[config.mk]
export PLATFORM = sky130hd
export DESIGN_NAME = simd_compare
export DESIGN_NICKNAME = d
export VERILOG_FILES = /design/src/simd_pkg.sv /design/src/simd_compare.sv
export SDC_FILE = /design/constraint.sdc
export NUM_CORES = 1
export LEC_CHECK = 0
export BUFFER_PORTS_ARGS = -buffer_cell sky130_fd_sc_hd__clkbuf_2
export CAP_MARGIN = 10
export CORE_AREA = 2 2 69 71
export DETAILED_ROUTE_END_ITERATION = 8
export DIE_AREA = 0 0 71 73
export PLACE_DENSITY = 0.71
export SYNTH_ARGS = -nofsm -noshare
export SYNTH_HDL_FRONTEND = slang
export SYNTH_SLANG_ARGS = --single-unit
[constraint.sdc]
create_clock -name vclk -period 1.9
set_input_delay 0.19 -clock vclk [all_inputs]
set_output_delay 0.19 -clock vclk [all_outputs]
set_load 0.05 [all_outputs]
[src/simd_pkg.sv]
//////////////////////////////////////////////////////////////////////
// Shared types for the packed-SIMD ALU
// The decoder depends on the opcode order below. Groups are contiguous
// and every 8/16 pair sits on an even/odd code
//////////////////////////////////////////////////////////////////////
package simd_pkg;

  localparam int XLEN = 32;

  typedef enum logic [6:0] {
    // Adder ops
    OP_ADD8,      OP_ADD16,     OP_SUB8,      OP_SUB16,
    OP_RADD8,     OP_RADD16,    OP_URADD8,    OP_URADD16,
    OP_RSUB8,     OP_RSUB16,    OP_URSUB8,    OP_URSUB16,
    OP_KADD8,     OP_KADD16,    OP_UKADD8,    OP_UKADD16,
    OP_KSUB8,     OP_KSUB16,    OP_UKSUB8,    OP_UKSUB16,
    // Compares
    OP_CMPEQ8,    OP_CMPEQ16,   OP_SCMPLT8,   OP_SCMPLT16,
    OP_SCMPLE8,   OP_SCMPLE16,  OP_UCMPLT8,   OP_UCMPLT16,
    OP_UCMPLE8,   OP_UCMPLE16,
    // Min and max
    OP_SMIN8,     OP_SMIN16,    OP_SMAX8,     OP_SMAX16,
    OP_UMIN8,     OP_UMIN16,    OP_UMAX8,     OP_UMAX16,
    // Shifts
    OP_SRA8,      OP_SRA16,     OP_SRL8,      OP_SRL16,
    OP_SLL8,      OP_SLL16,     OP_SRAI8,     OP_SRAI16,
    OP_SRLI8,     OP_SRLI16,    OP_SLLI8,     OP_SLLI16,
    // Unpack, pack, insert byte
    OP_SUNPKD810, OP_SUNPKD820, OP_SUNPKD830, OP_SUNPKD831, OP_SUNPKD832,
    OP_ZUNPKD810, OP_ZUNPKD820, OP_ZUNPKD830, OP_ZUNPKD831, OP_ZUNPKD832,
    OP_PKBB16,    OP_PKBT16,    OP_PKTB16,    OP_PKTT16,
    OP_INSB0,     OP_INSB1,     OP_INSB2,     OP_INSB3
  } simd_op_e;

  typedef enum logic [2:0] {
    UNIT_ADDER,
    UNIT_COMPARE,
    UNIT_MINMAX,
    UNIT_SHIFT,
    UNIT_PERMUTE
  } simd_unit_e;

  typedef enum logic {
    W8,
    W16
  } simd_width_e;

  typedef enum logic [2:0] {
    CMP_EQ,
    CMP_LT,
    CMP_LE,
    CMP_MIN,
    CMP_MAX
  } simd_cmp_e;

  typedef struct packed {
    simd_op_e        op;
    logic [XLEN-1:0] a;
    logic [XLEN-1:0] b;
    logic [XLEN-1:0] rd;   // Only read by insert byte
    logic [4:0]      imm;
  } simd_req_t;

  typedef struct packed {
    simd_unit_e  unit;
    simd_width_e width;
    logic        is_signed;
    simd_cmp_e   cmp;
    logic        sub;          // Invert b, carry in one at each lane start
    logic        halve;
    logic        saturate;
    logic        shift_left;
    logic        shift_arith;
    logic        use_imm;
  } simd_ctrl_t;

  // Byte slices of the adder, carry out in bit 8
  typedef struct packed {
    logic [3:0][8:0] lane;
  } simd_lane_sum_t;

endpackage
[src/simd_compare.sv]
`timescale 1ns/1ps
//////////////////////////////////////////////////////////////////////
// Lane compares and min/max from the adder's a - b
// Expects ctrl_i.sub set so that sum_i holds the difference
//////////////////////////////////////////////////////////////////////
module simd_compare (
  input  simd_pkg::simd_ctrl_t      ctrl_i,
  input  logic [simd_pkg::XLEN-1:0] a_i,
  input  logic [simd_pkg::XLEN-1:0] b_i,
  input  simd_pkg::simd_lane_sum_t  sum_i,
  output logic [simd_pkg::XLEN-1:0] cmp_result_o,
  output logic [simd_pkg::XLEN-1:0] minmax_result_o
);

  logic       w8;
  logic [3:0] byte_zero;
  logic [3:0] byte_lt;
  logic [3:0] lane_eq;
  logic [3:0] lane_lt;
  logic [3:0] pick_a;

  assign w8 = (ctrl_i.width == simd_pkg::W8);

  // Less-than is the sign of the exact a - b
  always_comb begin
    for (int i = 0; i < 4; i++) begin
      byte_zero[i] = (sum_i.lane[i][7:0] == 8'h00);
      byte_lt[i]   = sum_i.lane[i][8] ^
                     (ctrl_i.is_signed ? (a_i[8*i+7] ^ ~b_i[8*i+7]) : 1'b1);
    end
  end

  // Merge byte flags into halfword lanes
  assign lane_eq = w8 ? byte_zero : {{2{&byte_zero[3:2]}}, {2{&byte_zero[1:0]}}};
  assign lane_lt = w8 ? byte_lt   : {{2{byte_lt[3]}}, {2{byte_lt[1]}}};

  always_comb begin
    unique case (ctrl_i.cmp)
      simd_pkg::CMP_LT,
      simd_pkg::CMP_MIN: pick_a = lane_lt;
      simd_pkg::CMP_LE:  pick_a = lane_lt | lane_eq;
      simd_pkg::CMP_MAX: pick_a = ~(lane_lt | lane_eq);
      default:           pick_a = lane_eq;
    endcase
  end

  // Widen to byte masks and select a or b per byte
  always_comb begin
    for (int i = 0; i < 4; i++) begin
      cmp_result_o[8*i +: 8]    = {8{pick_a[i]}};
      minmax_result_o[8*i +: 8] = pick_a[i] ? a_i[8*i +: 8] : b_i[8*i +: 8];
    end
  end

endmodule

After elaboration in Yosys (flattened, before gate mapping) --
Index checks and enable logic that the tools add are counted.
Word-level totals: output and inout bits 64, logic and storage cells 36, register bits 0
Operators by class: multiplexer cells 11, reduce and logical (&&, ||, !) cells 7, equal/unequal tests 4, bitwise gates (word level) 14
Operators with widths (count):
- $logic_not A8 Y1 | 4
- $mux W8 | 4
- $pmux W4 S3 | 1
- $xor A1 B1 Y1 | 8
- $eq A3 B2 Y1 const B | 2
- $mux W1 | 4
- $mux W4 | 1
- $not A1 Y1 | 4
- $not A4 Y4 | 1
- $or A4 B4 Y4 | 1
- $reduce_and A2 Y1 | 2
- $eq A3 B1 Y1 const B | 1
- $eq A3 B3 Y1 const B | 1
- $mux W3 | 1
- $reduce_or A2 Y1 | 1

Longest topological paths before layout --
depth in word-level cells 9, gate-level depth with buffers 8, mapped depth without buffers 6

Worst setup path before layout --
No wires, ideal clock.
path kind in2out, start point input sum_i[19] in the netlist's numbering, end point output cmp_result_o[25] in the netlist's numbering, data required time 1710 ps, arrival 2011 ps, slack -301 ps, cell stages on the path 8, path through nor4_1 nand2_1 a211o_1 o31a_2 o22a_1 buf_2 inv_1 buf_4
On the way: longest elaborated chain between the ends 6
RTL lines:
- start: declaration | line simd_compare.sv:10 | input simd_pkg::simd_lane_sum_t sum_i,
- $logic_not A8 Y1 * | line simd_compare.sv:27 | byte_zero[i] = (sum_i.lane[i][7:0] == 8'h00);
- $reduce_and A2 Y1 * | line simd_compare.sv:34 | assign lane_eq = w8 ? byte_zero : {{2{&byte_zero[3:2]}}, {2{&byte_zero[1:0]}}};
- $mux W4 * | line simd_compare.sv:34
- $or A4 B4 Y4 | line simd_compare.sv:41, simd_compare.sv:42
- $not A4 Y4 | line simd_compare.sv:42 | simd_pkg::CMP_MAX: pick_a = ~(lane_lt | lane_eq);
- $pmux W4 S3 * | line simd_compare.sv:38 | unique case (ctrl_i.cmp)
- end: declaration | line simd_compare.sv:11 | output logic [simd_pkg::XLEN-1:0] cmp_result_o,
Mark *: on every way between the ends. The rest lies on a longest branch, timed or not.

Final worst setup path --
start point input a_i[31] in the netlist's numbering, end point output minmax_result_o[20] in the netlist's numbering
On the way: longest elaborated chain between the ends 8
RTL lines:
- start: declaration | line simd_compare.sv:8 | input logic [simd_pkg::XLEN-1:0] a_i,
- $xor A1 B1 Y1 * | line simd_compare.sv:29 | (ctrl_i.is_signed ? (a_i[8*i+7] ^ ~b_i[8*i+7]) : 1'b1);
- $mux W1 * | line simd_compare.sv:29
- $xor A1 B1 Y1 * | line simd_compare.sv:28 | byte_lt[i] = sum_i.lane[i][8] ^
- $mux W3 * | line simd_compare.sv:35 | assign lane_lt = w8 ? byte_lt : {{2{byte_lt[3]}}, {2{byte_lt[1]}}};
- $or A4 B4 Y4 | line simd_compare.sv:41, simd_compare.sv:42
- $not A4 Y4 | line simd_compare.sv:42
- $pmux W4 S3 * | line simd_compare.sv:38
- $mux W8 * | line simd_compare.sv:51 | minmax_result_o[8*i +: 8] = pick_a[i] ? a_i[8*i +: 8] : b_i[8*i +: 8];
- end: declaration | line simd_compare.sv:12 | output logic [simd_pkg::XLEN-1:0] minmax_result_o
Marked as above.

==> results_tabular.tex <==
\begin{tabular}{lr}
\hline
Metric & Value \\
\hline
\multicolumn{2}{l}{\textbf{Power and ir drop}} \\
Overall Power & roughly 1.6 mW \\
Pwr Density & $\sim$500 nW/um2 \\
Worst IR drop on VDD & around 0.34 mV \\
Pleak & 1.514 nW \\
\multicolumn{2}{l}{\textbf{Synth}} \\
Mean instance size in the synthesized netlist & $\sim$8.4 um2 \\
Top cells by count, synth & buf\_4 (28), mux2\_1 (15), mux2\_2 (10), nand2\_1 (10), mux2\_4 (9) \\
Post-Synthesis Cells & $\sim$120 \\
Synth warnings & 0 \\
Cell types occupying the most area after synthesis & buf\_4 (20\%), mux2\_1 (16\%), mux2\_4 (13\%) \\
Number of distinct library cell variants in the gate-level netlist after synthesis & 24 \\
Net count after synthesis & between 200 and 250 \\
Yosys top cell area share & 0.2046 \\
Library cell with the largest summed area after synthesis & buf\_4 \\
Most used standard cell by instance count after synthesis & buf\_4 \\
Sequential fraction of the synthesis area & 0 \\
Netlist area before placement & just over 1000 um2 \\
\multicolumn{2}{l}{\textbf{Timing}} \\
Final setup violation count & 62 \\
Max transition margin & 0.8096 \\
Crit path time final & about 2100 ps \\
Ratio of final minimum period to clock period & 1.102 \\
Hold Violations, Final & 0 \\
Setup TNS & -9060 ps \\
Slack of the critical path & -193.9 ps \\
Peak clock frequency supported by timing & 0.4776 GHz \\
Pins over their slew limit & 0 \\
Slew of the pin with the lowest slew margin & approximately 280 ps \\
RSZ-0062 raised after global routing & true \\
Worst hold slack after final layout & 734.3 ps \\
\multicolumn{2}{l}{\textbf{Die}} \\
Horizontal die dimension & approximately 71 um \\
Die Footprint & 5183 um2 \\
Starting density of the core & 0.2265 \\
Core area & between 4000 and 5000 um2 \\
\# IOs & approximately 180 \\
Site row count & 25 \\
Die H & $\sim$73 um \\
\multicolumn{2}{l}{\textbf{Layout}} \\
Proportion of layout cells with a drive suffix above 1 & 0.9278 \\
Synthesis-to-layout area growth & 208.9\% \\
Register area & 0 um2 \\
Layout net count & 407 \\
FF+latch count & 0 \\
Clock buffers & 0 \\
Antenna cell count & 0 \\
Post-route non-filler standard cell count & between 300 and 400 \\
\multicolumn{2}{l}{\textbf{Worst setup path}} \\
Peak fanout along the critical path & 5 \\
Arrival time reported for the critical path endpoint & 1900 ps \\
Critical path start-end classification & primary input to primary output \\
Sort of element at the end of the critical path & primary output \\
Nature of the critical path startpoint & primary input \\
CP Data Required Time & between 1500 and 2000 ps \\
\multicolumn{2}{l}{\textbf{Placed design}} \\
Final GP Congestion & roughly 0.76 \\
Placed wire-length estimate after detailed placement & approximately 3100 um \\
Port Buffers & around 170 \\
Number of placed cells counting well taps & about 320 \\
\multicolumn{2}{l}{\textbf{Status}} \\
Result of the run & complete, but fails checks \\
Violated checks & negative setup slack \\
\multicolumn{2}{l}{\textbf{Global route}} \\
Pin count of the biggest net entering global routing & 10 \\
Via count of the first global-routing pass & between 1500 and 2000 \\
Total gr overflow & 0 \\
Antenna violations before repair & 0 \\
First-pass GRT wire length & roughly 6900 um \\
Total routing usage reported by global routing & 0.1602 \\
\multicolumn{2}{l}{\textbf{Route}} \\
Number of iterations in the first detailed-routing pass & 4 \\
Vias after detailed routing & $\sim$1600 \\
Post-detailed-route count of antenna-violating nets & 0 \\
First-iteration detailed-routing DRC count & 18 \\
Remaining DRCs & 0 \\
Number of vias per cell & around 4.6 \\
Average detailed-routed wire length per instance & between 10 and 15 um \\
DRT Wirelength & $\sim$5000 um \\
\multicolumn{2}{l}{\textbf{Clocking}} \\
Number of hold-repair buffers added at the cts stage & 0 \\
\multicolumn{2}{l}{\textbf{Worst hold path}} \\
Hold crit path type & primary input to primary output \\
\multicolumn{2}{l}{\textbf{Flow run}} \\
Maxcap violations & 0 \\
\hline
\end{tabular}
power breakdown:
part | total, mW | internal, mW | switching [mW]
Clock | 0 | 0 | 0
Combinational | 1.63 | 0.789 | 0.844
Sequential | 0 | 0 | 0
critical path, cell delays in order:
cell and delay, ps:
buf_6 100, xor2_2 140, nand2_1 100, xor2_2 220
mux2_4 290, o311a_4 360, mux2_4 330, clkbuf_16 170
final cells by class:
type / count / area (um2)
fillers: 328 / 1363
inverters: 4 / 30.03
well taps: 54 / 67.56
repair buffers: 200 / 2048
multi-input cells: 87 / 1027
per-layer routing:
layer	up-vias	routed length [um]	GRT usage	part of all wire
met5	-	0	0	0
met4	0	27	0.008386	0.0054
met3	2	431	0.02624	0.086
met2	98	2806	0.3427	0.56
met1	716	1735	0.1682	0.35
li1	761	-	-	-
metrics by stage:
stage | utilization | instance area (um2) | setup WS [ps]
3_5_place_dp | 0.4124 | 1871 | -438.9
3_3_place_gp | 0.4124 | 1871 | -363.4
2_1_floorplan | - | 1250 | -116.7
5_1_grt | 0.6996 | 3173 | -281.6
6_report | 0.6996 | 3173 | -193.9
4_1_cts | 0.6444 | 2923 | -253.9
worst paths after layout:
| path | start | to | slack, ps | cells after the start |
|---|---|---|---|---|
| setup / recovery | a_i[31] | minmax_result_o[20] | -190 | 8 |
| hold / removal | a_i[18] | minmax_result_o[18] | 730 | 3 |
placed cells by master (no fill, tap or decap), types with 4 or more instances in the layout:
| cell | instances |
|---|---|
| xor2_1 | 4 |
| buf_6 | 13 |
| xor2_2 | 4 |
| mux2_4 | 9 |
| nand2_2 | 5 |
| nand2_1 | 5 |
| clkinvlp_4 | 4 |
| nor4_4 | 7 |
| buf_12 | 4 |
| clkbuf_16 | 23 |
| clkbuf_8 | 8 |
| clkbuf_2 | 101 |
| buf_4 | 18 |
| buf_8 | 33 |
| mux2_2 | 25 |
repair_timing:
action | in CTS | in global routing
gates resized for setup | 170 | 62
cloned | 2 | 0
setup endpoints to repair | 64 | 64
buffers inserted | 11 | 10
pin swaps | 6 | 10
cells by family after synthesis:
kind of cell / synth area share
buf+inv: 0.2582
mux: 0.4251
simple gates: 0.1230
compound gates: 0.1255
xor+xnor: 0.06821
Note: power is estimated with default switching activity, not from simulation.
