**config.mk**
```make
export PLATFORM = sky130hd
export DESIGN_NAME = simd_shifter
export DESIGN_NICKNAME = d
export VERILOG_FILES = /design/src/simd_pkg.sv /design/src/simd_shifter.sv
export SDC_FILE = /design/constraint.sdc
export NUM_CORES = 1
export LEC_CHECK = 0
export BUFFER_PORTS_ARGS = -buffer_cell sky130_fd_sc_hd__buf_2
export CAP_MARGIN = 10
export CORE_MARGIN = 2
export CORE_UTILIZATION = 39
export DETAILED_ROUTE_END_ITERATION = 7
export PLACE_DENSITY = 0.65
export SLEW_MARGIN = 40
export SYNTH_ARGS = -nofsm -noshare
export SYNTH_HDL_FRONTEND = slang
export SYNTH_SLANG_ARGS = --single-unit
```
**constraint.sdc**
```tcl
create_clock -name vclk -period 1.9
set_input_delay 0.19 -clock vclk [all_inputs]
set_output_delay 0.19 -clock vclk [all_outputs]
set_load 0.005 [all_outputs]
```
**src/simd_pkg.sv**
```systemverilog
//////////////////////////////////////////////////////////////////////
// Shared types for the packed-SIMD ALU
// The decoder depends on the opcode order below. Groups are contiguous
// and every 8/16 pair sits on an even/odd code
//////////////////////////////////////////////////////////////////////
package simd_pkg;

  localparam int XLEN = 32;

  typedef enum logic [6:0] {
    // Adder ops
    OP_ADD8,      OP_ADD16,     OP_SUB8,      OP_SUB16,
    OP_RADD8,     OP_RADD16,    OP_URADD8,    OP_URADD16,
    OP_RSUB8,     OP_RSUB16,    OP_URSUB8,    OP_URSUB16,
    OP_KADD8,     OP_KADD16,    OP_UKADD8,    OP_UKADD16,
    OP_KSUB8,     OP_KSUB16,    OP_UKSUB8,    OP_UKSUB16,
    // Compares
    OP_CMPEQ8,    OP_CMPEQ16,   OP_SCMPLT8,   OP_SCMPLT16,
    OP_SCMPLE8,   OP_SCMPLE16,  OP_UCMPLT8,   OP_UCMPLT16,
    OP_UCMPLE8,   OP_UCMPLE16,
    // Min and max
    OP_SMIN8,     OP_SMIN16,    OP_SMAX8,     OP_SMAX16,
    OP_UMIN8,     OP_UMIN16,    OP_UMAX8,     OP_UMAX16,
    // Shifts
    OP_SRA8,      OP_SRA16,     OP_SRL8,      OP_SRL16,
    OP_SLL8,      OP_SLL16,     OP_SRAI8,     OP_SRAI16,
    OP_SRLI8,     OP_SRLI16,    OP_SLLI8,     OP_SLLI16,
    // Unpack, pack, insert byte
    OP_SUNPKD810, OP_SUNPKD820, OP_SUNPKD830, OP_SUNPKD831, OP_SUNPKD832,
    OP_ZUNPKD810, OP_ZUNPKD820, OP_ZUNPKD830, OP_ZUNPKD831, OP_ZUNPKD832,
    OP_PKBB16,    OP_PKBT16,    OP_PKTB16,    OP_PKTT16,
    OP_INSB0,     OP_INSB1,     OP_INSB2,     OP_INSB3
  } simd_op_e;

  typedef enum logic [2:0] {
    UNIT_ADDER,
    UNIT_COMPARE,
    UNIT_MINMAX,
    UNIT_SHIFT,
    UNIT_PERMUTE
  } simd_unit_e;

  typedef enum logic {
    W8,
    W16
  } simd_width_e;

  typedef enum logic [2:0] {
    CMP_EQ,
    CMP_LT,
    CMP_LE,
    CMP_MIN,
    CMP_MAX
  } simd_cmp_e;

  typedef struct packed {
    simd_op_e        op;
    logic [XLEN-1:0] a;
    logic [XLEN-1:0] b;
    logic [XLEN-1:0] rd;   // Only read by insert byte
    logic [4:0]      imm;
  } simd_req_t;

  typedef struct packed {
    simd_unit_e  unit;
    simd_width_e width;
    logic        is_signed;
    simd_cmp_e   cmp;
    logic        sub;          // Invert b, carry in one at each lane start
    logic        halve;
    logic        saturate;
    logic        shift_left;
    logic        shift_arith;
    logic        use_imm;
  } simd_ctrl_t;

  // Byte slices of the adder, carry out in bit 8
  typedef struct packed {
    logic [3:0][8:0] lane;
  } simd_lane_sum_t;

endpackage
```
**src/simd_shifter.sv**
```systemverilog
`timescale 1ns/1ps
//////////////////////////////////////////////////////////////////////
// Lane shifter built from right shifters only
// Amount is masked to 3 bits for byte lanes and 4 bits for halfwords
//////////////////////////////////////////////////////////////////////
module simd_shifter (
  input  simd_pkg::simd_ctrl_t      ctrl_i,
  input  logic [simd_pkg::XLEN-1:0] a_i,
  input  logic [4:0]                b_amt_i,
  input  logic [4:0]                imm_i,
  output logic [simd_pkg::XLEN-1:0] result_o
);

  logic                      w8;
  logic [3:0]                amt;
  logic [simd_pkg::XLEN-1:0] src;
  logic [simd_pkg::XLEN-1:0] byte_sh;
  logic [simd_pkg::XLEN-1:0] half_sh;
  logic [simd_pkg::XLEN-1:0] shifted;

  function automatic logic [simd_pkg::XLEN-1:0] bit_rev(input logic [simd_pkg::XLEN-1:0] v);
    logic [simd_pkg::XLEN-1:0] rev;
    for (int i = 0; i < simd_pkg::XLEN; i++) begin
      rev[i] = v[simd_pkg::XLEN-1-i];
    end
    return rev;
  endfunction

  assign w8  = (ctrl_i.width == simd_pkg::W8);
  assign amt = ctrl_i.use_imm ? imm_i[3:0] : b_amt_i[3:0];

  // Left shift is a right shift of the reversed word
  assign src = ctrl_i.shift_left ? bit_rev(a_i) : a_i;

  always_comb begin
    logic fill;
    for (int i = 0; i < 4; i++) begin
      fill = ctrl_i.shift_arith & src[8*i+7];
      byte_sh[8*i +: 8] = 8'($signed({fill, src[8*i +: 8]}) >>> amt[2:0]);
    end
    for (int j = 0; j < 2; j++) begin
      fill = ctrl_i.shift_arith & src[16*j+15];
      half_sh[16*j +: 16] = 16'($signed({fill, src[16*j +: 16]}) >>> amt);
    end
  end

  assign shifted  = w8 ? byte_sh : half_sh;
  assign result_o = ctrl_i.shift_left ? bit_rev(shifted) : shifted;

endmodule

```
[Word level (Yosys, flattened, before mapping)]
Index checks and enable logic that the tools add are counted.
Storage, ports and cells
  flip-flop bits (word level): 0
  word-level logic and storage cells: 14
  input bits: 56
  output and inout port bits: 32
Operators by class
  muxes and demuxes: 4
  shifts and indexed selects: 6
  bitwise logic cells: 4
Operator list (number)
  32-bit two-way mux: 3
  9-bit by 3-bit >>> shifter with 8-bit output: 4
  17-bit by 4-bit >>> shifter with 16-bit output: 2
  1-bit AND: 4
  4-bit two-way mux: 1

[Logic depth before layout (Yosys ltp)]
Gate-level depths: netlist of the first run.
  word-level depth: 5
  depth in mapped cells: 10
  depth with buffers taken out: 6

[Worst setup path before layout of the first run]
No wires, ideal clock.
  path type: input to output
  start point: input ctrl_i[0] (netlist name)
  end point: output result_o[29] (netlist name)
  cell stages on the path: 9
  path buffers: 3
  path slack: -0.064 ns
  required time: 1.710 ns
  data arrival time: 1.774 ns
  cell sequence: buf_6 > mux2i_4 > buf_12 > buf_12 > mux2i_4 > o22ai_1 > o32ai_1 > nor3_1 > a21oi_1
On the way
  longest elaborated chain between the ends: 4
  elaborated cells on any way between the ends: 7
  those cells by class: shift (4); mux (3)
Ends and longest elaborated chain
  start, declared: line simd_shifter.sv:7  | input simd_pkg::simd_ctrl_t ctrl_i,
  4-bit two-way mux *: line simd_shifter.sv:30  | assign amt = ctrl_i.use_imm ? imm_i[3:0] : b_amt_i[3:0];
  17-bit by 4-bit >>> shifter with 16-bit output or 9-bit by 3-bit >>> shifter with 8-bit output (tied branches): line simd_shifter.sv:43, simd_shifter.sv:39
  32-bit two-way mux *: line simd_shifter.sv:47  | assign shifted = w8 ? byte_sh : half_sh;
  32-bit two-way mux *: line simd_shifter.sv:48  | assign result_o = ctrl_i.shift_left ? bit_rev(shifted) : shifted;
  end, declared: line simd_shifter.sv:11  | output logic [simd_pkg::XLEN-1:0] result_o
Every way passes the cells marked *; elsewhere a longest branch is shown, timed or not.

[Worst setup path in the final report of the first run]
  start point: input ctrl_i[2] (netlist name)
  end point: output result_o[10] (netlist name)
On the way
  longest elaborated chain between the ends: 5
  elaborated cells on any way between the ends: 10
  those cells by class: shift (4); mux (3); bitwise (3)
Ends and longest elaborated chain
  32-bit two-way mux: line simd_shifter.sv:33  | assign src = ctrl_i.shift_left ? bit_rev(a_i) : a_i;
  1-bit AND, on equally long branches: line simd_shifter.sv:38, simd_shifter.sv:42
  17-bit by 4-bit >>> shifter with 16-bit output or 9-bit by 3-bit >>> shifter with 8-bit output (tied branches): line simd_shifter.sv:43, simd_shifter.sv:39
  32-bit two-way mux: line simd_shifter.sv:47
  32-bit two-way mux *: line simd_shifter.sv:48
Marked as above.

==> results of run 1 <==
final cells by class:
cell class	count	area share, %
repair buffers	251	37.87
well taps	77	1.886
inverters	3	0.2205
multi-input cells	318	60.02
repair_timing:
action                                  CTS  global route
cloned                                    3             1
pin swaps                                30            14
hold endpoints to repair                  0             0
gates resized for setup                 125            55
buffers inserted                         22            12
endpoints found under the setup margin   32            32
how the worst min path moves through the flow:
stage / startpoint / endpoint / slack (ns)
6_report: a_i[15] / result_o[15] / 0.85
5_1_grt: a_i[15] / result_o[15] / 0.84
3_3_place_gp: a_i[15] / result_o[15] / 0.72
2_1_floorplan: a_i[0] / result_o[0] / 0.51
3_5_place_dp: a_i[15] / result_o[15] / 0.73
4_1_cts: a_i[15] / result_o[15] / 0.74
critical path, cell delays in order:
cell and delay, ns:
buf_12 0.11, buf_12 0.11, buf_4 0.13, mux2i_4 0.30
nor2_1 0.12, o2111ai_2 0.26, o211ai_1 0.21, nor4bb_4 0.39
mux2i_1 0.14, buf_2 0.14
cells in the mapped netlist (2+ instances only):
| library cell | count | area share, % |
|---|---|---|
| inv_1 | 3 | 0.43 |
| nand3_1 | 10 | 1.9 |
| o2111ai_1 | 2 | 0.67 |
| a211o_1 | 3 | 1.0 |
| a21oi_1 | 18 | 3.4 |
| nor2b_1 | 2 | 0.48 |
| o221ai_1 | 6 | 2.0 |
| a22oi_1 | 8 | 2.3 |
| buf_6 | 5 | 2.1 |
| and2_1 | 3 | 0.72 |
| nor3_1 | 8 | 1.5 |
| a32oi_1 | 6 | 2.0 |
| buf_12 | 2 | 1.5 |
| a211oi_1 | 6 | 1.7 |
| nand2_1 | 30 | 4.3 |
| a31oi_1 | 4 | 0.95 |
| mux2i_1 | 79 | 30 |
| o21ai_0 | 27 | 5.2 |
| o21ai_1 | 2 | 0.38 |
| buf_2 | 6 | 1.1 |
| o21a_1 | 3 | 0.86 |
| or4_1 | 2 | 0.57 |
| nand2b_1 | 4 | 0.95 |
| mux2_2 | 20 | 8.6 |
| mux2i_4 | 3 | 2.6 |
| nor2_1 | 27 | 3.9 |
| o32ai_1 | 2 | 0.67 |
| a32o_1 | 2 | 0.76 |
| buf_4 | 6 | 1.7 |
| o31ai_1 | 2 | 0.57 |
| o22ai_1 | 12 | 2.9 |
| a221oi_1 | 6 | 2.0 |
| o211ai_1 | 3 | 0.86 |
| clkbuf_1 | 13 | 1.9 |
| mux2i_2 | 2 | 1.0 |
| mux4_2 | 2 | 1.7 |
cell usage in the layout, fill, tap and decap left out, drive strengths merged, types with 10 or more instances in the layout:
cell type    n
mux2i       84
nor2        28
o22ai       12
o21ai       29
a21oi       18
mux2        21
nand2       30
buf        251
nand3       10
kinds of logic after synthesis:
family,Yosys count,share of synthesized area (%)
buf+inv,35,8.822
simple gates,93,16.26
mux,107,44.64
compound gates,118,30.28
power by group through the flow:
stage	clock (mW)	sequential (mW)	combinational, mW
after floorplan	0	0	0.774
final	0	0	2.08
after global placement	0	0	1.50
after detailed placement	0	0	1.50
after global routing	0	0	2.16
after CTS	0	0	1.82
routing by layer:
metal	global-route usage, %	up-vias
met4	14.72	0
met5	0	-
li1	-	1837
met1	49.02	2047
met2	65.89	432
met3	3.946	140
through the flow:
stage | util (%) | instances | setup WS (ns)
CTS | 74.77 | 638 | -0.3504
global route | 79.52 | 649 | -0.4538
finish | 79.52 | 649 | -0.4018
global placement | 63.00 | 619 | -0.5595
detailed placement | 63.00 | 619 | -0.5736
floorplan | - | 353 | 0.001725
==> results.md, run 1 <==
- Register area share after synthesis: 0%
- Grt total ovfl: 0
- Clk pwr share: 0%
- FFs & Latches: 0
- Launch point of the worst path: ctrl_i[2]
- Leak Pwr: 2.341 nW
- Min-Delay Path Depth: 4
- Chip height: 86.02 um
- Final hold vios: 0
- Register area: 0 sq um
- Top Layer Used: met4
- Clock buffer cells: 0
- GP Congestion: 1.087
- Critical path startpoint category: input port
- Overall power: 2.082 mW
- Initial Utilization: 40.85%
- Count of nets after finishing: 630
- Post-route cell area: 5107 sq um
- Crit-path max FO: 5
- Detailed-routing wirelength on met1: 5.917 mm
- Residual DRC: 0
- Post-synthesis average cell area: 7.433 sq um
- Fin crit period: 2.302 ns
- Fill cells: 411
- HPWL after DPL: 10.41 mm
- Site Rows: 29
- CORE AREA: 6422 sq um
- P_sw: 1.047 mW
- Type of destination of the critical path: output pin
- Global-route usage over all layers: 38.35%
- Vias: 4456
- Hold Crit Class: in2out
- Ys Warns: 0
- CP arrival: 2.11 ns
- Int Power: 1.035 mW
- Peak supply drop: 0.2284 mV
- Final worst slack: -0.4018 ns
- Slew HR: 68.81%
- RSZ-0062 raised after global routing: yes
- Layout cells sized above 1: 64.16%
- ANT nets after route: 0
- Via density: 6.866
- Synth Cell Area: 2624 sq um
- Met2 WL: 7.394 mm
- P per Cell Area: 407.6 nW/um^2
- Number of global-route vias before repair: 4030
- Number of port buffers: 76
- Die area: 7399 sq um
- Syn Nets: 409
- Die W: 86.02 um
- Setup Total Neg Slack: -9.536 ns
- Wire length of the first global-routing pass: 22.14 mm
- Outcome: finished with violations
- Detailed Routing Iterations Pass 1: 5
- Fmax achieved: 434.4 MHz
- Initial antenna violation count: 0
- Critical Path Sink: result_o[10]
- Ports: 88
- Crit Path Class: in2out
- WL final: 16.42 mm
- Antenna Cells: 0
- Largest net degree at the start of global routing: 26
- Placed cell area: 4046 sq um
- Flop pwr share: 0%
- Setup Viol. Count Final: 32
- Area delta synth->final: 94.66%
- WL per Instance: 25.30 um
- DRT iter0 DRCs: 505
- Switching fraction of total power: 50.27%
- Max cap viols: 0
- Cells after Synth: 353
- Met3 routed WL: 1.806 mm
- Multi-input gate area: 3065 sq um
- Fin Hold WS: 0.8504 ns
- Worst-margin pin slew: 0.4548 ns
- CP required: 1.71 ns
- Failing checks: negative setup slack
- Slew Viols, Final: 0
- Period utilization: 121.1%
- Gate power share: 100.0%
- Hold Buf Count CTS: 0
- Synth cell types: 50
No activity file was read; power rests on OpenSTA's default activity.
==> inputs of run 2 (changes only) <==
--- a/config.mk
+++ b/config.mk
@@ -8,8 +8,8 @@
 export BUFFER_PORTS_ARGS = -buffer_cell sky130_fd_sc_hd__buf_2
 export CAP_MARGIN = 10
-export CORE_MARGIN = 2
+export CORE_MARGIN = 4
 export CORE_UTILIZATION = 39
 export DETAILED_ROUTE_END_ITERATION = 7
-export PLACE_DENSITY = 0.65
+export PLACE_DENSITY = 0.67
 export SLEW_MARGIN = 40
 export SYNTH_ARGS = -nofsm -noshare
==> constraint.sdc (replaced) <==
create_clock -name vclk -period 1.9
set_input_delay 0.57 -clock vclk [all_inputs]
set_output_delay 0.57 -clock vclk [all_outputs]
set_load 0.005 [all_outputs]
==> run 2 against run 1 <==
The run still ends with negative setup slack left. Critical endpoint is now result_o[16]. First-iteration DRC count rose by 0.79%. Maximum frequency is 24% lower. Sequential cell count unchanged. Worst setup slack worse by 0.72 ns. Worst hold slack better by 0.69 ns.
==> results.md, run 2 (synthesized netlist as in run 1, its figures left out) <==
- Outcome: finished with violations
- Failing checks: negative setup slack
- Hold Buf Count CTS: 0
- Vias: 4362
- Global-route usage over all layers: 32.23%
- Crit-path max cell delay: 0.32 ns
- Peak supply drop: 0.2442 mV
- Slew Viols, Final: 0
- Multi-input gate area: 3138 sq um
- Number of global-route vias before repair: 4006
- Area delta synth->final: 99.57%
- Critical path startpoint category: input port
- Grt total ovfl: 0
- Placed Cells: 620
- CP arrival: 2.45 ns
- Setup Total Neg Slack: -32.98 ns
- Worst-margin pin slew: 0.4160 ns
- CP required: 1.33 ns
- Fill cells: 413
- Min-Delay Path Depth: 4
- Fin crit period: 3.019 ns
- Most Frequent Cell on Critical Path: buf_6
- Die W: 90.02 um
- Residual DRC: 0
- Most frequent cells in the layout: buf_4, buf_2, mux2i_1
- End of the worst hold path: result_o[0]
- Initial antenna violation count: 0
- Crit Path Class: in2out
- Finished Core Util: 81.07%
- Setup Viol. Count Final: 32
- P_sw: 1.036 mW
- Switching fraction of total power: 49.70%
- Fin cells: 654
- CP max-delay cell: mux2i_4
- Fmax achieved: 331.2 MHz
- Number of port buffers: 76
- Hold Crit Class: in2out
- Flop pwr share: 0%
- DRT iter0 DRCs: 509
- Detailed Routing Iterations Pass 1: 6
- Register area: 0 sq um
- P per Cell Area: 398.0 nW/um^2
- Dpl ws: -1.254 ns
- WL per Instance: 23.70 um
- RSZ-0062 raised after global routing: yes
- Via density: 6.670
- Layout cells sized above 1: 64.82%
- Initial Utilization: 40.62%
- Leak Pwr: 2.358 nW
- ANT nets after route: 0
- Slew HR: 71.47%
- Commonest non-fill, non-tap cell in the layout: buf_4
- Crit-path max FO: 8
- Count of nets after finishing: 635
- Placed cell area: 4153 sq um
- Gate power share: 100.0%
- CP bufs+invs: 5
- Int Power: 1.048 mW
- Critical path, cell by cell: buf_12, mux2i_4, buf_6, buf_6, mux2i_2, buf_4, mux2i_1, a32oi_1, o21ai_1, o21ai_0, buf_2
- Type of destination of the critical path: output pin
- Max cap viols: 0
- Period utilization: 158.9%
- FFs & Latches: 0
- Die area: 8104 sq um
- HPWL after DPL: 10.35 mm
- Ports: 88
- Final hold vios: 0
- Wire length of the first global-routing pass: 21.41 mm
- WL final: 15.50 mm
- Post-route cell area: 5236 sq um
- Chip height: 90.02 um
- Clock buffer cells: 0
- Largest net degree at the start of global routing: 26
- Hold path start: a_i[0]
- Antenna Cells: 0
- Final worst slack: -1.119 ns
- CORE AREA: 6459 sq um
- Site Rows: 29
- Crit-path leading delay family: buffers and inverters
- GP Congestion: 1.013
- Clk pwr share: 0%
[run 2: cell types whose count changed in the layout (fill, tap and decap cells not counted), sizes merged]
| cell | delta |
|---|---|
| buf | +5 |
[run 2: worst max path at each step]
stage	startpoint	to	slack, ns	cells after the start
2_1_floorplan	ctrl_i[0]	result_o[29]	-0.73	8
3_3_place_gp	ctrl_i[0]	result_o[11]	-1.28	9
3_5_place_dp	ctrl_i[0]	result_o[11]	-1.25	9
4_1_cts	ctrl_i[0]	result_o[5]	-1.04	10
5_1_grt	ctrl_i[2]	result_o[21]	-1.16	9
6_report	ctrl_i[0]	result_o[16]	-1.12	11
[run 2: power groups by stage]
stage	clock, mW	sequential (mW)	combinational (mW)
6_report	0	0	2.08
3_3_place_gp	0	0	1.54
3_5_place_dp	0	0	1.55
2_1_floorplan	0	0	0.818
4_1_cts	0	0	1.87
5_1_grt	0	0	2.17
[run 2: per-stage QoR]
step,total power [mW],hold slack (ns)
floorplan,0.8178,1.266
global placement,1.536,1.512
detailed placement,1.548,1.506
CTS,1.865,1.533
global route,2.172,1.569
finish,2.084,1.545
[run 2: repair_timing]
action	in CTS	in global routing
gates resized for setup	120	45
endpoints found under the setup margin	32	32
hold endpoints to repair	0	0
gates cloned	3	0
buffers inserted	19	16
pin swaps	24	19
[run 2: metal layers]
metal  up-vias  GRT usage, %  wire length, um
met1      2035         42.19             5743
met4         0         8.929              894
li1       1860             -                -
met5         -             0                0
met3       107         2.838             1566
met2       360         56.38             7296
[run 2: layout make-up]
class                      count  area share (%)
inverter                       3          0.2628
multi-input combinational    318           59.93
tap                           77           1.840
timing repair buffer         256           37.97
