### src/simd_pkg.sv
//////////////////////////////////////////////////////////////////////
// Shared types for the packed-SIMD ALU
// The decoder depends on the opcode order below. Groups are contiguous
// and every 8/16 pair sits on an even/odd code
//////////////////////////////////////////////////////////////////////
package simd_pkg;

  localparam int XLEN = 32;

  typedef enum logic [6:0] {
    // Adder ops
    OP_ADD8,      OP_ADD16,     OP_SUB8,      OP_SUB16,
    OP_RADD8,     OP_RADD16,    OP_URADD8,    OP_URADD16,
    OP_RSUB8,     OP_RSUB16,    OP_URSUB8,    OP_URSUB16,
    OP_KADD8,     OP_KADD16,    OP_UKADD8,    OP_UKADD16,
    OP_KSUB8,     OP_KSUB16,    OP_UKSUB8,    OP_UKSUB16,
    // Compares
    OP_CMPEQ8,    OP_CMPEQ16,   OP_SCMPLT8,   OP_SCMPLT16,
    OP_SCMPLE8,   OP_SCMPLE16,  OP_UCMPLT8,   OP_UCMPLT16,
    OP_UCMPLE8,   OP_UCMPLE16,
    // Min and max
    OP_SMIN8,     OP_SMIN16,    OP_SMAX8,     OP_SMAX16,
    OP_UMIN8,     OP_UMIN16,    OP_UMAX8,     OP_UMAX16,
    // Shifts
    OP_SRA8,      OP_SRA16,     OP_SRL8,      OP_SRL16,
    OP_SLL8,      OP_SLL16,     OP_SRAI8,     OP_SRAI16,
    OP_SRLI8,     OP_SRLI16,    OP_SLLI8,     OP_SLLI16,
    // Unpack, pack, insert byte
    OP_SUNPKD810, OP_SUNPKD820, OP_SUNPKD830, OP_SUNPKD831, OP_SUNPKD832,
    OP_ZUNPKD810, OP_ZUNPKD820, OP_ZUNPKD830, OP_ZUNPKD831, OP_ZUNPKD832,
    OP_PKBB16,    OP_PKBT16,    OP_PKTB16,    OP_PKTT16,
    OP_INSB0,     OP_INSB1,     OP_INSB2,     OP_INSB3
  } simd_op_e;

  typedef enum logic [2:0] {
    UNIT_ADDER,
    UNIT_COMPARE,
    UNIT_MINMAX,
    UNIT_SHIFT,
    UNIT_PERMUTE
  } simd_unit_e;

  typedef enum logic {
    W8,
    W16
  } simd_width_e;

  typedef enum logic [2:0] {
    CMP_EQ,
    CMP_LT,
    CMP_LE,
    CMP_MIN,
    CMP_MAX
  } simd_cmp_e;

  typedef struct packed {
    simd_op_e        op;
    logic [XLEN-1:0] a;
    logic [XLEN-1:0] b;
    logic [XLEN-1:0] rd;   // Only read by insert byte
    logic [4:0]      imm;
  } simd_req_t;

  typedef struct packed {
    simd_unit_e  unit;
    simd_width_e width;
    logic        is_signed;
    simd_cmp_e   cmp;
    logic        sub;          // Invert b, carry in one at each lane start
    logic        halve;
    logic        saturate;
    logic        shift_left;
    logic        shift_arith;
    logic        use_imm;
  } simd_ctrl_t;

  // Byte slices of the adder, carry out in bit 8
  typedef struct packed {
    logic [3:0][8:0] lane;
  } simd_lane_sum_t;

endpackage
### src/simd_permute.sv
`timescale 1ns/1ps
//////////////////////////////////////////////////////////////////////
// Byte unpack, halfword pack and insert byte, chosen by opcode
//////////////////////////////////////////////////////////////////////
module simd_permute (
  input  simd_pkg::simd_op_e        op_i,
  input  logic [simd_pkg::XLEN-1:0] a_i,
  input  logic [simd_pkg::XLEN-1:0] b_i,
  input  logic [simd_pkg::XLEN-1:0] rd_i,
  output logic [simd_pkg::XLEN-1:0] result_o
);

  logic [3:0][7:0] ab;

  // Two bytes into two halfwords, optionally sign extended
  function automatic logic [simd_pkg::XLEN-1:0] unpack(input logic [7:0] hi,
                                                       input logic [7:0] lo,
                                                       input logic       sgn);
    return {{8{sgn & hi[7]}}, hi, {8{sgn & lo[7]}}, lo};
  endfunction

  assign ab = a_i;

  always_comb begin
    unique case (op_i)
      simd_pkg::OP_SUNPKD810: result_o = unpack(ab[1], ab[0], 1'b1);
      simd_pkg::OP_SUNPKD820: result_o = unpack(ab[2], ab[0], 1'b1);
      simd_pkg::OP_SUNPKD830: result_o = unpack(ab[3], ab[0], 1'b1);
      simd_pkg::OP_SUNPKD831: result_o = unpack(ab[3], ab[1], 1'b1);
      simd_pkg::OP_SUNPKD832: result_o = unpack(ab[3], ab[2], 1'b1);
      simd_pkg::OP_ZUNPKD810: result_o = unpack(ab[1], ab[0], 1'b0);
      simd_pkg::OP_ZUNPKD820: result_o = unpack(ab[2], ab[0], 1'b0);
      simd_pkg::OP_ZUNPKD830: result_o = unpack(ab[3], ab[0], 1'b0);
      simd_pkg::OP_ZUNPKD831: result_o = unpack(ab[3], ab[1], 1'b0);
      simd_pkg::OP_ZUNPKD832: result_o = unpack(ab[3], ab[2], 1'b0);
      // Half of a on top, half of b below
      simd_pkg::OP_PKBB16:    result_o = {a_i[15:0],  b_i[15:0]};
      simd_pkg::OP_PKBT16:    result_o = {a_i[15:0],  b_i[31:16]};
      simd_pkg::OP_PKTB16:    result_o = {a_i[31:16], b_i[15:0]};
      simd_pkg::OP_PKTT16:    result_o = {a_i[31:16], b_i[31:16]};
      simd_pkg::OP_INSB0:     result_o = {rd_i[31:8], ab[0]};
      simd_pkg::OP_INSB1:     result_o = {rd_i[31:16], ab[0], rd_i[7:0]};
      simd_pkg::OP_INSB2:     result_o = {rd_i[31:24], ab[0], rd_i[15:0]};
      simd_pkg::OP_INSB3:     result_o = {ab[0], rd_i[23:0]};
      default:                result_o = '0;
    endcase
  end

endmodule

### config.mk
export PLATFORM = sky130hd
export DESIGN_NAME = simd_permute
export DESIGN_NICKNAME = d
export VERILOG_FILES = /design/src/simd_pkg.sv /design/src/simd_permute.sv
export SDC_FILE = /design/constraint.sdc
export NUM_CORES = 1
export LEC_CHECK = 0
export ABC_CLOCK_PERIOD_IN_PS = 1500
export BUFFER_PORTS_ARGS = -buffer_cell sky130_fd_sc_hd__buf_4
export CELL_PAD_IN_SITES_DETAIL_PLACEMENT = 0
export CELL_PAD_IN_SITES_GLOBAL_PLACEMENT = 1
export CORE_AREA = 5 5 93 95
export DETAILED_ROUTE_END_ITERATION = 8
export DIE_AREA = 0 0 98 100
export PLACE_DENSITY = 0.92
export SLEW_MARGIN = 25
export SYNTH_ARGS = -nofsm -noshare
export SYNTH_HDL_FRONTEND = slang
export SYNTH_SLANG_ARGS = --single-unit
### constraint.sdc
create_clock -name vclk -period 1.5
set_input_delay 0.075 -clock vclk [all_inputs]
set_output_delay 0.075 -clock vclk [all_outputs]
set_load 0.02 [all_outputs]
# Yosys cells after proc, flatten, opt, wreduce, memory -nomap -nowiden
# Index checks and enable logic that the tools add are counted.
[classes]
n_eq_ne = 18
mux = 1
[op_table]
columns = ["cell", "count"]
rows = [
  ["$pmux 32 s18", 1],
  ["$eq 7x6->1 const B", 14],
  ["$eq 7x7->1 const B", 4],
]
[word_totals]
reg_bits = 0
output_inout_bits = 32
word_cells = 19

# Logic depth before layout (Yosys ltp)
# Gate-level depths: netlist of run 1.
[depth]
depth_word = 2
depth_mapped = 7

# Least setup slack after synthesis of run 1
# Ideal clock, no wire load.
[synth_timing]
path_type = "input port to output port"
from = "input port op_i[4]"
to = "output port result_o[10] in the netlist's numbering"
arrival_ps = 1524
setup_slack_ps = -99
path_stages = 6
n_path_buf = 2
cell_sequence = "or4b_4 or2_1 buf_2 buf_6 o22a_1 o21ai_0"
[synth_via]
elab_chain_cells = 2
elab_cells_between_ends = 19
cone_classes = "eq/ne (18); mux (1)"
[synth_lines]
columns = ["element", "line_no", "rtl"]
rows = [
  ["start, declared", "simd_permute.sv:6", "input simd_pkg::simd_op_e op_i,"],
  ["$eq 7x7->1 / $eq 7x6->1 (equally long branches)", "simd_permute.sv:25", "unique case (op_i)"],
  ["$pmux 32 s18 *", "simd_permute.sv:25", ""],
  ["end, declared", "simd_permute.sv:10", "output logic [simd_pkg::XLEN-1:0] result_o"],
]
# Every way passes the cells marked *; elsewhere a longest branch is shown, timed or not.

# Final worst setup path of run 1
[layout_timing]
from = "input port op_i[4]"
to = "output port result_o[1] in the netlist's numbering"
# The elaborated chain is that of the path after synthesis.

==> results of run 1 <==
==> what timing repair did <==
item	CTS	global route
resized for setup	34	41
hold buffers	0	0
gates cloned	0	4
buffers inserted	1	2
setup endpoints to repair	32	32
pin swaps	11	27
==> Yosys cell counts (3+ instances only) <==
master / count / share of area (%)
sky130_fd_sc_hd__mux2i_1: 49 / 24
sky130_fd_sc_hd__nand4_1: 6 / 1.9
sky130_fd_sc_hd__inv_1: 11 / 2.0
sky130_fd_sc_hd__and3_1: 3 / 0.93
sky130_fd_sc_hd__clkbuf_1: 13 / 2.4
sky130_fd_sc_hd__nand3b_1: 17 / 6.3
sky130_fd_sc_hd__nand3_1: 9 / 2.2
sky130_fd_sc_hd__o21ai_0: 19 / 4.7
sky130_fd_sc_hd__a31oi_1: 7 / 2.2
sky130_fd_sc_hd__nand2_1: 19 / 3.5
sky130_fd_sc_hd__buf_2: 13 / 3.2
sky130_fd_sc_hd__a21oi_1: 15 / 3.7
sky130_fd_sc_hd__o22a_1: 15 / 6.5
sky130_fd_sc_hd__a221oi_1: 4 / 1.7
sky130_fd_sc_hd__nor2b_1: 5 / 1.5
sky130_fd_sc_hd__nand4b_1: 9 / 3.9
sky130_fd_sc_hd__o2111ai_1: 12 / 5.2
sky130_fd_sc_hd__o221ai_1: 9 / 3.9
sky130_fd_sc_hd__or4bb_1: 9 / 5.0
sky130_fd_sc_hd__nand2b_1: 3 / 0.93
==> worst max path at each step <==
stage / from / to / depth (start not counted)
floorplan: op_i[4] / result_o[24] / 5
global placement: op_i[4] / result_o[3] / 7
detailed placement: op_i[4] / result_o[0] / 7
CTS: op_i[4] / result_o[3] / 6
global route: op_i[4] / result_o[1] / 7
finish: op_i[4] / result_o[1] / 7
==> worst max-delay path, cell delays in order <==
cell                        delay [ps]
sky130_fd_sc_hd__buf_6              90
sky130_fd_sc_hd__or4b_4            570
sky130_fd_sc_hd__buf_12            160
sky130_fd_sc_hd__or2_4             280
sky130_fd_sc_hd__o22a_1            240
sky130_fd_sc_hd__o2111ai_4          70
sky130_fd_sc_hd__buf_6             140
==> power by group <==
| part | leakage [uW] | total (uW) | internal, uW | switching [uW] |
|---|---|---|---|---|
| Clock | 0 | 0 | 0 | 0 |
| Sequential | 0 | 0 | 0 | 0 |
| Combinational | 0.00181 | 938 | 491 | 447 |
| Total | 0.00181 | 938 | 491 | 447 |
==> routing by layer <==
metal	routed length, um	part of all wire (%)
met4	193	1.7
met1	4335	39
met2	5657	51
met5	0	0
met3	994	8.9
==> cell families (layout without fill, tap and decap cells) <==
kind of cell,after synthesis,after routing,synth area share [%]
compound gates,95,95,33.99
buf+inv,41,200,9.147
mux,50,50,24.78
simple gates,95,98,32.08
==> per-stage QoR <==
step	TNS [ps]	power (uW)
floorplan	-1150	377.9
global route	-5343	997.9
CTS	-3559	872.8
detailed placement	-4748	848.8
global placement	-4332	834.8
finish	-4114	938.3
==> final cells by class <==
class | count | area, um^2
inverter | 11 | 41.29
timing repair buffer | 189 | 1612
fill | 753 | 3769
tap | 102 | 127.6
multi-input combinational | 243 | 2098
==> placed cells by master, fill, tap and decap left out, types with 9 or more instances in the layout <==
master and count:
sky130_fd_sc_hd__buf_4 154, sky130_fd_sc_hd__o22a_1 15, sky130_fd_sc_hd__or4bb_1 9, sky130_fd_sc_hd__nand3b_1 17
sky130_fd_sc_hd__a21oi_1 13, sky130_fd_sc_hd__nand2_1 14, sky130_fd_sc_hd__nand4b_1 9, sky130_fd_sc_hd__inv_1 11
sky130_fd_sc_hd__o21ai_2 10, sky130_fd_sc_hd__buf_6 28, sky130_fd_sc_hd__mux2i_1 47
==> results.sh, run 1 <==
export IMPL_grt_pass1_wl_mm=16.74
export IMPL_first_global_vias=3262
export IMPL_worst_path_max_fanout=6
export IMPL_yosysSeqAreaShare_pct=0
export IMPL_drt_iter0_drc=176
export IMPL_fin_area_mm2=0.003879
export IMPL_synthesis_yosys_warnings=0
export IMPL_synth_avg_cell_area_um2=7.204
export IMPL_clockBufferCount=0
export IMPL_whs_path_depth=4
export IMPL_min_from="a_i[19]"
export IMPL_drt_vias_per_instance=5.747
export IMPL_place_gp_congestion=0.8544
export IMPL_setup_worst_path_start_class="primary input"
export IMPL_ant_nets=0
export IMPL_status="finished with violations"
export IMPL_power_density_of_the_placed_cells_mw_per_mm2=241.9
export IMPL_count_of_final_hold_check_violations=0
export IMPL_setup_viol_count_final=32
export IMPL_syn_nets=384
export IMPL_placement_io_buffers=135
export IMPL_failed_checks="negative setup slack"
export IMPL_hold_path_class="primary input to primary output"
export IMPL_required_ps=1420
export IMPL_floorplan_initialDensity_pct=26.47
export IMPL_grt_util_met2_pct=36.18
export IMPL_hold_ws_ps=487.1
export IMPL_chipWidth_um=98
export IMPL_period_needed_ps=1707
export IMPL_numPlacedInstances=539
export IMPL_power_leakage_uw=0.001814
export IMPL_numnets_final=548
export IMPL_post_dp_hpwl_mm=8.384
export IMPL_global_route_usage_total_pct=20.62
export IMPL_post_route_drc_count=0
export IMPL_die_y_um=100
export IMPL_setup_slack_ps=-207.0
export IMPL_drv_slew=0
export IMPL_worst_setup_slack_post_dpl_ps=-212.8
export IMPL_detailroute_via_count=3132
export IMPL_grtUsageMet1_pct=25.00
export IMPL_maxClockFrequency_ghz=0.5858
export IMPL_finalCoreUtilization_pct=50.72
export IMPL_rsz0062_at_grt="yes"
export IMPL_worst_slew_margin_rel_pct=77.20
export IMPL_die_ar_mm2=0.009800
export IMPL_totalWireLength_mm=11.18
export IMPL_regArea_um2=0
export IMPL_overflow=0
export IMPL_worst_slew_pin_transition_ps=332.4
export IMPL_area_added_between_synthesis_and_finish_pct=91.59
export IMPL_grt_max_degree=25
export IMPL_share_of_cells_above_drive_strength_1_pct=53.50
export IMPL_n_sequential_cell=0
export IMPL_num_io_pins=135
export IMPL_kind_of_critical_path="primary input to primary output"
export IMPL_finalCritPeriodShare_pct=113.8
export IMPL_synth_area_mm2=0.002024
export IMPL_routed_length_per_placed_instance_um=20.52
export IMPL_core_area_mm2=0.007647
export IMPL_min_to="result_o[3]"
export IMPL_synthesis_instances=281
export IMPL_placed_area_mm2=0.003538
export IMPL_post_layout_nonfiller_instances=545
export IMPL_diodes=0
export IMPL_vdd_ir_drop_max_uv=106.5
export IMPL_crit_path_end_kind="primary output"
export IMPL_first_pass_iters=4
export IMPL_cp_arrival_ps=1630
export IMPL_cell_row_count=32
export IMPL_grt_most_used_layer="met2"
export IMPL_grt_antenna_before_repair=0
export IMPL_max_cap_viol_count=0
export IMPL_grt_met3_usage_pct=5.351
export IMPL_yosys_cell_types_count=44
No activity file was read; power rests on OpenSTA's default activity.
==> inputs of run 2 (changes only) <==
Settings changed: CORE_AREA 5 5 93 95 to 5 5 86 103, DIE_AREA 0 0 98 100 to 0 0 91 108.
==> run 2 against run 1 <==
Effect of this change:
- the flow still finishes with violations (negative setup slack)
- combinational power decreased by 3.2%
- fmax increased by 1.1%
- design area decreased by 3.4%
- clock-buffer cell count unchanged
- core utilization decreased by 1.8 points
- highest routed layer unchanged
==> results.sh, run 2 (synthesized netlist as in run 1, its figures left out) <==
export IMPL_status="finished with violations"
export IMPL_failed_checks="negative setup slack"
export IMPL_die_y_um=108
export IMPL_maxClockFrequency_ghz=0.5923
export IMPL_layout_cells_most_common="sky130_fd_sc_hd__buf_4"
export IMPL_worst_slew_pin_transition_ps=429.3
export IMPL_regArea_um2=0
export IMPL_drt_iter0_drc=181
export IMPL_kind_of_critical_path="primary input to primary output"
export IMPL_n_sequential_cell=0
export IMPL_path_depth=8
export IMPL_vdd_ir_drop_max_uv=161.9
export IMPL_place_gp_congestion=0.8752
export IMPL_post_layout_nonfiller_instances=528
export IMPL_finalCoreUtilization_pct=48.90
export IMPL_timing_critical_path_cells="buf_6, or4b_4, or2_4, buf_4, buf_6, o21ai_2, a221o_1, buf_6"
export IMPL_cp_arrival_ps=1610
export IMPL_core_area_mm2=0.007664
export IMPL_numnets_final=541
export IMPL_area_added_between_synthesis_and_finish_pct=85.10
export IMPL_final_total_negative_setup_slack_ps=-4207
export IMPL_numPlacedInstances=524
export IMPL_max_cap_viol_count=0
export IMPL_period_needed_ps=1688
export IMPL_min_to="result_o[3]"
export IMPL_post_route_drc_count=0
export IMPL_chipWidth_um=91
export IMPL_final_fill_count=752
export IMPL_grt_pass1_wl_mm=16.33
export IMPL_rsz0062_at_grt="yes"
export IMPL_whs_path_depth=4
export IMPL_overflow=0
export IMPL_post_dp_hpwl_mm=8.470
export IMPL_cts_hold_repair_buffers=0
export IMPL_setup_slack_ps=-188.2
export IMPL_first_global_vias=3161
export IMPL_power_density_of_the_placed_cells_mw_per_mm2=242.3
export IMPL_cell_row_count=35
export IMPL_worstPathBufferInverterCount=4
export IMPL_floorplan_initialDensity_pct=26.42
export IMPL_grt_max_degree=24
export IMPL_final_cell_mix="sky130_fd_sc_hd__buf_4 (150), sky130_fd_sc_hd__mux2i_1 (49), sky130_fd_sc_hd__buf_6 (29), sky130_fd_sc_hd__nand2_1 (19), sky130_fd_sc_hd__nand3b_1 (17)"
export IMPL_first_pass_iters=4
export IMPL_num_io_pins=135
export IMPL_placement_io_buffers=135
export IMPL_ant_nets=0
export IMPL_min_from="a_i[19]"
export IMPL_crit_path_top_delay_cell="sky130_fd_sc_hd__or4b_4"
export IMPL_worst_path_max_fanout=2
export IMPL_most_used_cell_along_the_critical_path="sky130_fd_sc_hd__buf_6"
export IMPL_diodes=0
export IMPL_share_of_cells_above_drive_strength_1_pct=50.69
export IMPL_detailroute_via_count=3103
export IMPL_drv_slew=0
export IMPL_routed_length_per_placed_instance_um=20.40
export IMPL_count_of_final_hold_check_violations=0
export IMPL_crit_path_end_kind="primary output"
export IMPL_required_ps=1420
export IMPL_totalWireLength_mm=10.77
export IMPL_power_leakage_uw=0.001767
export IMPL_grt_antenna_before_repair=0
export IMPL_worst_setup_slack_post_dpl_ps=-253.6
export IMPL_kind_of_cell_adding_the_most_delay_to_the_critical_path="simple AND/OR/NAND/NOR gates"
export IMPL_placed_area_mm2=0.003501
export IMPL_finalCritPeriodShare_pct=112.5
export IMPL_setup_viol_count_final=32
export IMPL_setup_worst_path_start_class="primary input"
export IMPL_clockBufferCount=0
export IMPL_cp_slowest_stage_delay_ps=540
export IMPL_fin_area_mm2=0.003747
export IMPL_worst_slew_margin_rel_pct=71.38
export IMPL_hold_path_class="primary input to primary output"
export IMPL_drt_vias_per_instance=5.877
export IMPL_global_route_usage_total_pct=20.09
export IMPL_die_ar_mm2=0.009828
run 2: how the worst max path moves through the flow:
stage | from | endpoint
after floorplan | op_i[4] | result_o[24]
after global placement | op_i[4] | result_o[0]
after detailed placement | op_i[4] | result_o[5]
after CTS | op_i[4] | result_o[5]
after global routing | op_i[4] | result_o[7]
final | op_i[4] | result_o[7]
run 2: final cells by class:
cell class                 count  area (um^2)  share of cell area (%)
tap                           92        115.1                   3.072
inverter                      11        41.29                   1.102
multi-input combinational    240         2018                   53.86
timing repair buffer         185         1573                   41.97
run 2: power by group:
part | internal (uW) | switching (uW)
clock network | 0 | 0
logic | 476 | 431
registers | 0 | 0
total | 476 | 431
run 2: stage by stage:
| stage | hold WS [ps] | total power, uW |
|---|---|---|
| detailed placement | 494.5 | 848.3 |
| global route | 495.2 | 959.7 |
| global placement | 485.9 | 833.1 |
| floorplan | 322.5 | 377.9 |
| CTS | 495.0 | 887.4 |
| finish | 471.7 | 907.9 |
run 2: tightest hold or removal path, cell delays in order:
cell                        delay, ps
sky130_fd_sc_hd__buf_4             90
sky130_fd_sc_hd__nand2_1           50
sky130_fd_sc_hd__o2111ai_2         60
sky130_fd_sc_hd__buf_6            120
run 2: layer usage:
layer | vias up | global-route usage [%] | routed length, um
li1 | 1450 | - | -
met1 | 1483 | 22.83 | 4175
met2 | 143 | 38.51 | 5508
met3 | 27 | 2.714 | 761
met4 | 0 | 5.975 | 325
met5 | - | 0 | 0
run 2: what timing repair did:
item                                    4_1_cts  5_1_grt
gates resized for setup                      49       11
pin swaps                                    22        3
endpoints found under the setup margin       32       32
gates cloned                                  0        0
setup buffers                                 3        1
